### src/des_ks_params.svh
// DES key schedule widths, round count and AXI4-Lite register offsets
`ifndef DES_KS_PARAMS_SVH
`define DES_KS_PARAMS_SVH

`define DES_KEY_W        64
`define DES_HALF_W       28
`define DES_SUBKEY_W     48
`define DES_ROUNDS       16
`define DES_ROUND_IDX_W  4

`define AXIL_ADDR_W      5
`define AXIL_DATA_W      32

// Byte offsets of the register map
`define REG_CTRL         5'h00
`define REG_STATUS       5'h04
`define REG_KEY_HI       5'h08
`define REG_KEY_LO       5'h0C
`define REG_SUBKEY_SEL   5'h10
`define REG_SUBKEY_HI    5'h14
`define REG_SUBKEY_LO    5'h18

`endif

### src/des_ks_pkg.sv
// DES key schedule types, register map and permutation tables
`default_nettype none

`include "des_ks_params.svh"

package des_ks_pkg;

   typedef enum logic [`AXIL_ADDR_W-1:0] {
      ADDR_CTRL       = `REG_CTRL,
      ADDR_STATUS     = `REG_STATUS,
      ADDR_KEY_HI     = `REG_KEY_HI,
      ADDR_KEY_LO     = `REG_KEY_LO,
      ADDR_SUBKEY_SEL = `REG_SUBKEY_SEL,
      ADDR_SUBKEY_HI  = `REG_SUBKEY_HI,
      ADDR_SUBKEY_LO  = `REG_SUBKEY_LO
   } reg_addr_e;

   typedef enum logic {
      KS_IDLE,
      KS_RUN
   } ks_state_e;

   typedef logic [`DES_SUBKEY_W-1:0]    subkey_t;
   typedef logic [`DES_ROUND_IDX_W-1:0] round_idx_t;

   // Bit numbers count from 1 at the MSB, as in the standard
   localparam int PC1_TABLE [56] = '{
      57, 49, 41, 33, 25, 17,  9,
       1, 58, 50, 42, 34, 26, 18,
      10,  2, 59, 51, 43, 35, 27,
      19, 11,  3, 60, 52, 44, 36,   // End of C
      63, 55, 47, 39, 31, 23, 15,
       7, 62, 54, 46, 38, 30, 22,
      14,  6, 61, 53, 45, 37, 29,
      21, 13,  5, 28, 20, 12,  4
   };

   localparam int PC2_TABLE [48] = '{
      14, 17, 11, 24,  1,  5,
       3, 28, 15,  6, 21, 10,
      23, 19, 12,  4, 26,  8,
      16,  7, 27, 20, 13,  2,
      41, 52, 31, 37, 47, 55,
      30, 40, 51, 45, 33, 48,
      44, 49, 39, 56, 34, 53,
      46, 42, 50, 36, 29, 32
   };

   // Left rotation per round, index 0 is round 1
   localparam int SHIFT_TABLE [16] = '{
      1, 1, 2, 2, 2, 2, 2, 2,
      1, 2, 2, 2, 2, 2, 2, 1
   };

endpackage

`default_nettype wire

### src/des_subkey_store.sv
// Sixteen-entry subkey memory, one write port and one registered read port
`timescale 1ns/1ps
`default_nettype none

`include "des_ks_params.svh"

module des_subkey_store (
   input  wire                           clk,
   input  wire                           wr_en,
   input  wire des_ks_pkg::round_idx_t   wr_round,
   input  wire des_ks_pkg::subkey_t      wr_subkey,
   input  wire des_ks_pkg::round_idx_t   rd_round,
   output des_ks_pkg::subkey_t           rd_subkey
);

   des_ks_pkg::subkey_t mem [`DES_ROUNDS];

   always_ff @(posedge clk)
   begin
      if (wr_en)
         mem[wr_round] <= wr_subkey;
   end

   always_ff @(posedge clk)
   begin
      rd_subkey <= mem[rd_round];   // One cycle read latency
   end

endmodule

`default_nettype wire

### src/des_key_schedule.sv
// Sequential DES key schedule, PC-1 on start then one rotated PC-2 subkey per cycle
`timescale 1ns/1ps
`default_nettype none

`include "des_ks_params.svh"

module des_key_schedule (
   input  wire                           clk,
   input  wire                           reset,
   input  wire                           start,
   input  wire [`DES_KEY_W-1:0]          key,
   output logic                          busy,
   output logic                          done,
   output logic                          wr_en,
   output des_ks_pkg::round_idx_t        wr_round,
   output des_ks_pkg::subkey_t           wr_subkey
);

   des_ks_pkg::ks_state_e     state;
   des_ks_pkg::round_idx_t    round;
   logic                      accept;
   logic [`DES_HALF_W-1:0]    c_q;
   logic [`DES_HALF_W-1:0]    d_q;
   logic [`DES_HALF_W-1:0]    c_rot;
   logic [`DES_HALF_W-1:0]    d_rot;
   logic [2*`DES_HALF_W-1:0]  cd_pc1;
   logic [2*`DES_HALF_W-1:0]  cd_rot;

   assign accept = start && (state == des_ks_pkg::KS_IDLE);   // Start ignored while running

   // PC-1, drops the parity bits
   always_comb
   begin
      for (int i = 0; i < 2*`DES_HALF_W; i++)
      begin
         cd_pc1[2*`DES_HALF_W-1-i] = key[`DES_KEY_W - des_ks_pkg::PC1_TABLE[i]];
      end
   end

   always_comb
   begin
      if (des_ks_pkg::SHIFT_TABLE[round] == 1)
      begin
         c_rot = {c_q[`DES_HALF_W-2:0], c_q[`DES_HALF_W-1]};
         d_rot = {d_q[`DES_HALF_W-2:0], d_q[`DES_HALF_W-1]};
      end
      else
      begin
         c_rot = {c_q[`DES_HALF_W-3:0], c_q[`DES_HALF_W-1 -: 2]};
         d_rot = {d_q[`DES_HALF_W-3:0], d_q[`DES_HALF_W-1 -: 2]};
      end
      cd_rot = {c_rot, d_rot};
   end

   // PC-2 on the rotated halves
   always_comb
   begin
      for (int i = 0; i < `DES_SUBKEY_W; i++)
      begin
         wr_subkey[`DES_SUBKEY_W-1-i] = cd_rot[2*`DES_HALF_W - des_ks_pkg::PC2_TABLE[i]];
      end
   end

   always_ff @(posedge clk)
   begin
      if (reset)
      begin
         state <= des_ks_pkg::KS_IDLE;
         round <= '0;
         done  <= 1'b0;
      end
      else
      begin
         case (state)
            des_ks_pkg::KS_IDLE:
            begin
               if (accept)
               begin
                  state <= des_ks_pkg::KS_RUN;
                  round <= '0;
                  done  <= 1'b0;
               end
            end
            des_ks_pkg::KS_RUN:
            begin
               round <= round + 1'b1;
               if (round == des_ks_pkg::round_idx_t'(`DES_ROUNDS - 1))
               begin
                  state <= des_ks_pkg::KS_IDLE;
                  done  <= 1'b1;
               end
            end
            default: state <= des_ks_pkg::KS_IDLE;
         endcase
      end
   end

   // C and D halves
   always_ff @(posedge clk)
   begin
      if (accept)
         {c_q, d_q} <= cd_pc1;
      else if (state == des_ks_pkg::KS_RUN)
         {c_q, d_q} <= cd_rot;
   end

   assign busy     = (state == des_ks_pkg::KS_RUN);
   assign wr_en    = busy;
   assign wr_round = round;

   // Sixteen writes back to back, then done with the engine idle
   a_run_len: assert property (@(posedge clk) disable iff (reset)
      accept |=> (wr_en && state == des_ks_pkg::KS_RUN) [*`DES_ROUNDS] ##1 (!wr_en && done));

   a_round_clr: assert property (@(posedge clk) disable iff (reset)
      accept |=> (round == '0) && busy && !done);

endmodule

`default_nettype wire

### src/des_ks_regs.sv
// AXI4-Lite slave with control, status, key and subkey select registers
`timescale 1ns/1ps
`default_nettype none

`include "des_ks_params.svh"

module des_ks_regs (
   input  wire                            clk,
   input  wire                            reset,
   input  wire [`AXIL_ADDR_W-1:0]         awaddr,
   input  wire                            awvalid,
   output logic                           awready,
   input  wire [`AXIL_DATA_W-1:0]         wdata,
   input  wire [`AXIL_DATA_W/8-1:0]       wstrb,
   input  wire                            wvalid,
   output logic                           wready,
   output logic [1:0]                     bresp,
   output logic                           bvalid,
   input  wire                            bready,
   input  wire [`AXIL_ADDR_W-1:0]         araddr,
   input  wire                            arvalid,
   output logic                           arready,
   output logic [`AXIL_DATA_W-1:0]        rdata,
   output logic [1:0]                     rresp,
   output logic                           rvalid,
   input  wire                            rready,
   input  wire                            busy,
   input  wire                            done,
   input  wire des_ks_pkg::subkey_t       rd_subkey,
   output logic                           start,
   output logic [`DES_KEY_W-1:0]          key,
   output des_ks_pkg::round_idx_t         rd_round
);

   des_ks_pkg::reg_addr_e     wr_reg;
   des_ks_pkg::reg_addr_e     rd_reg;
   des_ks_pkg::round_idx_t    sel;
   logic                      decrypt;   // CTRL bit 1
   logic                      wr_fire;
   logic                      rd_fire;
   logic                      wr_ok;
   logic                      rd_ok;
   logic [`AXIL_DATA_W-1:0]   rd_data;
   logic [`AXIL_DATA_W-1:0]   key_hi;
   logic [`AXIL_DATA_W-1:0]   key_lo;

   assign wr_reg  = des_ks_pkg::reg_addr_e'(awaddr);
   assign rd_reg  = des_ks_pkg::reg_addr_e'(araddr);
   assign wr_fire = awvalid && awready && wvalid && wready;
   assign rd_fire = arvalid && arready;
   assign key     = {key_hi, key_lo};

   // Decrypt order reads the rounds back to front
   assign rd_round = decrypt ? des_ks_pkg::round_idx_t'(`DES_ROUNDS - 1) - sel : sel;

   always_comb
   begin
      case (wr_reg)
         des_ks_pkg::ADDR_CTRL, des_ks_pkg::ADDR_STATUS,
         des_ks_pkg::ADDR_KEY_HI, des_ks_pkg::ADDR_KEY_LO,
         des_ks_pkg::ADDR_SUBKEY_SEL, des_ks_pkg::ADDR_SUBKEY_HI,
         des_ks_pkg::ADDR_SUBKEY_LO: wr_ok = 1'b1;
         default:                    wr_ok = 1'b0;
      endcase
   end

   always_comb
   begin
      rd_data = '0;
      rd_ok   = 1'b1;
      case (rd_reg)
         des_ks_pkg::ADDR_CTRL:       rd_data[1] = decrypt;
         des_ks_pkg::ADDR_STATUS:     rd_data[1:0] = {done, busy};
         des_ks_pkg::ADDR_KEY_HI:     rd_data = key_hi;
         des_ks_pkg::ADDR_KEY_LO:     rd_data = key_lo;
         des_ks_pkg::ADDR_SUBKEY_SEL: rd_data[`DES_ROUND_IDX_W-1:0] = sel;
         des_ks_pkg::ADDR_SUBKEY_HI:  rd_data[15:0] = rd_subkey[`DES_SUBKEY_W-1:32];
         des_ks_pkg::ADDR_SUBKEY_LO:  rd_data = rd_subkey[31:0];
         default:                     rd_ok = 1'b0;
      endcase
   end

   always_ff @(posedge clk)
   begin
      if (reset)
      begin
         awready <= 1'b0;
         wready  <= 1'b0;
         bvalid  <= 1'b0;
         bresp   <= 2'b00;
         arready <= 1'b0;
         rvalid  <= 1'b0;
         start   <= 1'b0;
         decrypt <= 1'b0;
         sel     <= '0;
      end
      else
      begin
         start   <= 1'b0;
         awready <= 1'b0;
         wready  <= 1'b0;
         arready <= 1'b0;
         if (awvalid && wvalid && !awready && !bvalid)
         begin
            awready <= 1'b1;
            wready  <= 1'b1;
         end
         if (wr_fire)
         begin
            bvalid <= 1'b1;
            bresp  <= wr_ok ? 2'b00 : 2'b10;   // OKAY or SLVERR
            if (wr_reg == des_ks_pkg::ADDR_CTRL && wstrb[0])
            begin
               decrypt <= wdata[1];
               start   <= wdata[0] && !busy;
            end
            if (wr_reg == des_ks_pkg::ADDR_SUBKEY_SEL && wstrb[0])
               sel <= wdata[`DES_ROUND_IDX_W-1:0];
         end
         else if (bvalid && bready)
            bvalid <= 1'b0;

         if (arvalid && !arready && !rvalid)
            arready <= 1'b1;
         if (rd_fire)
            rvalid <= 1'b1;
         else if (rvalid && rready)
            rvalid <= 1'b0;
      end
   end

   always_ff @(posedge clk)
   begin
      if (rd_fire)
      begin
         rdata <= rd_data;
         rresp <= rd_ok ? 2'b00 : 2'b10;
      end
   end

   // Key bytes follow the write strobes
   always_ff @(posedge clk)
   begin
      if (wr_fire)
      begin
         for (int b = 0; b < `AXIL_DATA_W/8; b++)
         begin
            if (wstrb[b] && wr_reg == des_ks_pkg::ADDR_KEY_HI)
               key_hi[8*b +: 8] <= wdata[8*b +: 8];
            if (wstrb[b] && wr_reg == des_ks_pkg::ADDR_KEY_LO)
               key_lo[8*b +: 8] <= wdata[8*b +: 8];
         end
      end
   end

   a_bvalid_hold: assert property (@(posedge clk) disable iff (reset)
      bvalid && !bready |=> bvalid);

   a_rvalid_hold: assert property (@(posedge clk) disable iff (reset)
      rvalid && !rready |=> rvalid && $stable(rdata));

endmodule

`default_nettype wire

### src/des_ks_top.sv
// DES key schedule top, AXI4-Lite registers around the schedule engine and subkey store
`timescale 1ns/1ps
`default_nettype none

`include "des_ks_params.svh"

module des_ks_top (
   input  wire                        clk,
   input  wire                        reset,
   input  wire [`AXIL_ADDR_W-1:0]     awaddr,
   input  wire                        awvalid,
   output logic                       awready,
   input  wire [`AXIL_DATA_W-1:0]     wdata,
   input  wire [`AXIL_DATA_W/8-1:0]   wstrb,
   input  wire                        wvalid,
   output logic                       wready,
   output logic [1:0]                 bresp,
   output logic                       bvalid,
   input  wire                        bready,
   input  wire [`AXIL_ADDR_W-1:0]     araddr,
   input  wire                        arvalid,
   output logic                       arready,
   output logic [`AXIL_DATA_W-1:0]    rdata,
   output logic [1:0]                 rresp,
   output logic                       rvalid,
   input  wire                        rready
);

   logic                      start;
   logic                      busy;
   logic                      done;
   logic [`DES_KEY_W-1:0]     key;
   logic                      wr_en;
   des_ks_pkg::round_idx_t    wr_round;
   des_ks_pkg::subkey_t       wr_subkey;
   des_ks_pkg::round_idx_t    rd_round;
   des_ks_pkg::subkey_t       rd_subkey;

   des_ks_regs u_regs (
      .clk       (clk),
      .reset     (reset),
      .awaddr    (awaddr),
      .awvalid   (awvalid),
      .awready   (awready),
      .wdata     (wdata),
      .wstrb     (wstrb),
      .wvalid    (wvalid),
      .wready    (wready),
      .bresp     (bresp),
      .bvalid    (bvalid),
      .bready    (bready),
      .araddr    (araddr),
      .arvalid   (arvalid),
      .arready   (arready),
      .rdata     (rdata),
      .rresp     (rresp),
      .rvalid    (rvalid),
      .rready    (rready),
      .busy      (busy),
      .done      (done),
      .rd_subkey (rd_subkey),
      .start     (start),
      .key       (key),
      .rd_round  (rd_round)
   );

   des_key_schedule u_sched (
      .clk       (clk),
      .reset     (reset),
      .start     (start),
      .key       (key),
      .busy      (busy),
      .done      (done),
      .wr_en     (wr_en),
      .wr_round  (wr_round),
      .wr_subkey (wr_subkey)
   );

   des_subkey_store u_store (
      .clk       (clk),
      .wr_en     (wr_en),
      .wr_round  (wr_round),
      .wr_subkey (wr_subkey),
      .rd_round  (rd_round),
      .rd_subkey (rd_subkey)
   );

endmodule

`default_nettype wire

### config.mk
export PLATFORM = sky130hd
export DESIGN_NAME = des_ks_top
export DESIGN_NICKNAME = d
export VERILOG_FILES = /design/src/des_ks_pkg.sv /design/src/des_subkey_store.sv /design/src/des_key_schedule.sv /design/src/des_ks_regs.sv /design/src/des_ks_top.sv
export VERILOG_INCLUDE_DIRS = /design/src
export SDC_FILE = /design/constraint.sdc
export NUM_CORES = 1
export LEC_CHECK = 0
export BUFFER_PORTS_ARGS = -buffer_cell sky130_fd_sc_hd__buf_2
export CAP_MARGIN = 30
export CELL_PAD_IN_SITES_DETAIL_PLACEMENT = 1
export CELL_PAD_IN_SITES_GLOBAL_PLACEMENT = 1
export CORE_UTILIZATION = 30
export CTS_CLUSTER_DIAMETER = 60
export CTS_CLUSTER_SIZE = 25
export DETAILED_ROUTE_END_ITERATION = 8
export HOLD_SLACK_MARGIN = 0.05
export MAX_ROUTING_LAYER = met4
export PLACE_DENSITY = 0.57
export SYNTH_ARGS = -nofsm -noshare
export SYNTH_HDL_FRONTEND = slang
export SYNTH_SLANG_ARGS = --single-unit
export TNS_END_PERCENT = 20
### constraint.sdc
create_clock -name clk -period 2.3 [get_ports clk]
set_input_delay 0.115 -clock clk [delete_from_list [all_inputs] [get_ports clk]]
set_output_delay 0.115 -clock clk [all_outputs]
set_load 0.005 [all_outputs]
==> results by group <==
CTS
  – Clk slew on worst S/H paths: roughly 0.090 ns
  – Number of buffers between clock root and the deepest sink: 3
  – Maximum level of the CTS H-tree: 3
  – CTS tree: done
  – Clock latency reported for the late side of the worst-skew pair: around 0.7 ns
  – Clock sink total: between 900 and 1000
  – Number of CTS-inserted buffers: slightly below 80
  – Clock root cell: clkbuf_16

Yosys
  – Post-Synthesis Cells: 3047
  – Count of cell types in the netlist: 55
  – Multiplexer share of the synthesized area: a little over an eighth
  – YS warnings: 0
  – Post-synthesis async set-or-reset flop share: 0%
  – Main combinational cell family by area after synthesis: compound AO/OA/AOI/OAI gates
  – EDFF count, synth: 921
  – Average footprint of a synthesized cell: roughly 15 um^2
  – Synth Area in Compound Gates: between 10% and 20%
  – Synthesized flop and latch total: approximately 990
  – Synth Area in Simple Gates: under 10%
  – Flip-flop cell with the highest count after synthesis: edfxtp_1
  – Post-synthesis adder-cell area fraction: less than 1%
  – Post-synthesis sequential area ratio: a little under two thirds
  – Netlist area before placement: about 46000 um^2
  – XOR/XNOR share of the synthesized area: less than 1%

Min path
  – Classification of the worst-slack hold path: in2reg
  – Worst Hold Depth: 5
  – Origin of the worst min-delay path: awaddr[4]

STA
  – Fin. Hold Viols: 0
  – Setup tns final: -0.135 ns
  – Slew Viols, Final: 0
  – Actual slew at the worst max-slew pin: around 0.6 ns
  – Final WS setup: -0.0243 ns
  – Highest achievable clock rate: approximately 430 MHz
  – Clock skew after layout: around 0.046 ns
  – Post-layout minimum cycle time: between 2 and 2.5 ns
  – Endpoints failing setup: 8
  – Period utilisation layout: 101%
  – Relative slew slack: approximately three fifths
  – Unrepaired setup endpoints after global routing: yes

Place
  – Placed cell count: approximately 5000
  – Routability Congestion: about 0.80
  – Standard cell area after detailed placement: around 51000 um^2
  – IO Port Bufs: 91
  – HPWL after detailed placement: between 100000 and 150000 um

Route
  – Residual antenna-violating net count after detailed routing: 0
  – Detailed router's first-iteration violation count: approximately 2500
  – Vias: ~31000
  – Total length of routed wires: 168000 um
  – DRC violation count after routing: 0
  – Length of the first detailed-routing pass in iterations: 7
  – Detailed-route wire length per cell: roughly 31 um
  – Via density per instance: about 5.7

Floorplanning
  – Die Outline Area: between 150000 and 200000 um^2
  – Overall die width: 392 um
  – Initial cell density of the core: about 30%
  – Die Span Y: just under 400 um
  – Number of core rows: about 140
  – Top Ports: 94
  – Core Region: 150000 um^2

Layout
  – Count of fill cells added during filler insertion: 15300
  – Layout net count: 3317
  – Area growth syn-to-layout: 19.1%
  – Post-route standard cell area excluding fillers: 54300 um^2
  – Share of final-layout standard cells stronger than drive strength 1: 20.6%
  – Share of the core filled with cells: ~36%
  – Count of non-filler cells in the finished layout: 5341

Global route
  – Number of global-route vias before repair: between 30000 and 40000
  – All-layer global routing usage: about 22%
  – Global route overflow: 0
  – Initial antenna violation count: 4
  – Maximum number of pins on one net before global-route repair: 62
  – Global-route wire length before repair: 234000 um

Critical path
  – Crit Path Max Fanout: 7
  – Category of the worst setup path launch point: flop
  – Worst Reg-to-Reg Cells: 6
  – Required arrival time at the worst endpoint: ~2.7 ns
  – Category of the worst setup path capture point: flop
  – Critical path startpoint: u_sched.wr_round[0]
  – Crit Path Class: reg2reg
  – Reg2Reg Launch Point: u_sched.wr_round[0]
  – Arrival time at the worst endpoint: ~2.8 ns

Flow run
  – Max-cap violations: 0

Power and ir drop
  – Pleak: approximately 18 nW
  – Power density over the cells: 638 nW/um^2
  – Maximum vdd ir drop: ~0.45 mV

Run status
  – Violations in the final reports: negative setup slack
  – Status: finished with violations
[per-stage QoR]
stage	power (mW)	setup WS [ns]	hold WS [ns]
2_1_floorplan	19.8	-0.155	0.214
6_report	34.7	-0.0243	0.114
5_1_grt	35.5	-0.0655	0.120
4_1_cts	34.9	-0.00553	0.0709
3_5_place_dp	20.0	-0.0955	0.308
3_3_place_gp	20.0	-0.0436	0.305
[where the power goes]
group / switching (mW) / total, mW / internal [mW] / leakage (nW)
clock network: 7.80 / 15.0 / 7.23 / 1.37
registers: 0.0114 / 19.3 / 19.3 / 8.83
logic: 0.155 / 0.304 / 0.150 / 7.54
total: 7.97 / 34.7 / 26.7 / 17.7
[worst paths after layout]
| kind | to | slack [ns] |
|---|---|---|
| worst min-delay path | u_regs.key_hi[25] | 0.11 |
| worst max register to register | u_sched.c_q[12] | -0.02 |
| worst min register to register | u_sched.done | 0.54 |
| worst max-delay path | u_sched.c_q[12] | -0.02 |
[worst max-delay path: stages (launching register included)]
cell and delay [ns]:
dfxtp_4 0.39, ha_1 0.19, nand3_1 0.13, a31oi_4 0.36, bufbuf_16 0.36, mux2_2 0.37
mux2_2 0.28
[state kept, by name, indices dropped and copies added (netlist names), 4 cells and up]
name,cells
u_regs.rdata,32
u_sched.wr_round,4
u_regs.key_lo,32
u_sched.d_q,28
u_store.mem,768
u_regs.sel,4
u_store.rd_subkey,48
u_regs.key_hi,32
u_sched.c_q,28
[cell type report]
class	count	area, um^2	share of cell area, %
repair buffers	410	4440	8.17
well taps	2016	2520	4.64
inverters	23	96.3	0.177
multi-input cells	1759	15400	28.4
diodes	3	7.51	0.0138
flip-flops and latches	986	29000	53.3
clock inverters	62	840	1.55
clock buffers	82	2010	3.70
[what timing repair did]
item,in CTS,in global routing
cloned,2,2
hold buffers,60,0
pin swaps,1,3
hold endpoints to repair,150,0
setup buffers,2,3
setup endpoints to repair,355,220
gates resized for setup,6,32
[metal layers]
metal | track usage (%) | wire length (um) | vias up
met2 | 35.9 | 80700 | 1092
met3 | 2.41 | 9360 | 235
li1 | - | - | 12900
met5 | - | 0 | -
met4 | 6.56 | 4440 | 0
met1 | 28.9 | 73400 | 16400
[cell usage after synthesis (3+ instances only)]
cell type	count	area (um^2)
a22oi_1	170	1280
buf_2	89	445
a21oi_1	15	75.1
nor3b_1	51	383
edfxtp_1	921	27700
a221oi_1	56	490
ha_1	6	75.1
a221oi_2	40	601
a222oi_1	18	180
mux2i_1	496	4960
a21o_1	192	1440
nor3_1	10	50.1
o32ai_1	48	420
buf_4	45	338
a2bb2oi_1	48	420
o22ai_1	144	901
a211oi_1	49	368
mux2_2	64	721
buf_6	11	124
nor2b_1	6	37.5
nand3b_1	49	368
a22o_1	144	1260
buf_1	8	30.0
nand2_1	26	97.6
inv_1	23	86.3
nor2_1	34	128
mux2_4	32	480
clkbuf_1	125	469
nand3_1	3	15.0
nand2b_1	6	37.5
dfxtp_1	65	1300
and2_1	21	131
[cell usage in the layout, fill, tap and decap left out, types with 51 or more instances in the layout]
master / count
edfxtp_1: 921
mux2i_1: 496
a21o_1: 192
a22oi_1: 170
a22o_1: 144
o22ai_1: 144
buf_4: 136
buf_12: 104
buf_2: 91
clkbuf_16: 82
dfxtp_1: 61
dlygate4sd3_1: 60
mux2_2: 56
a221oi_1: 56
nor3b_1: 51
[logic make-up after synthesis]
logic type                 count (synthesis)
adders and majority gates                  6
muxes                                    593
and+or+nand+nor                          222
xor gates and xnor gates                   2
other                                      1
buffers and inverters                    303
DFF                                      986
AOI/OAI and AO/OA                        934
Power figures use the tool's default switching activity.
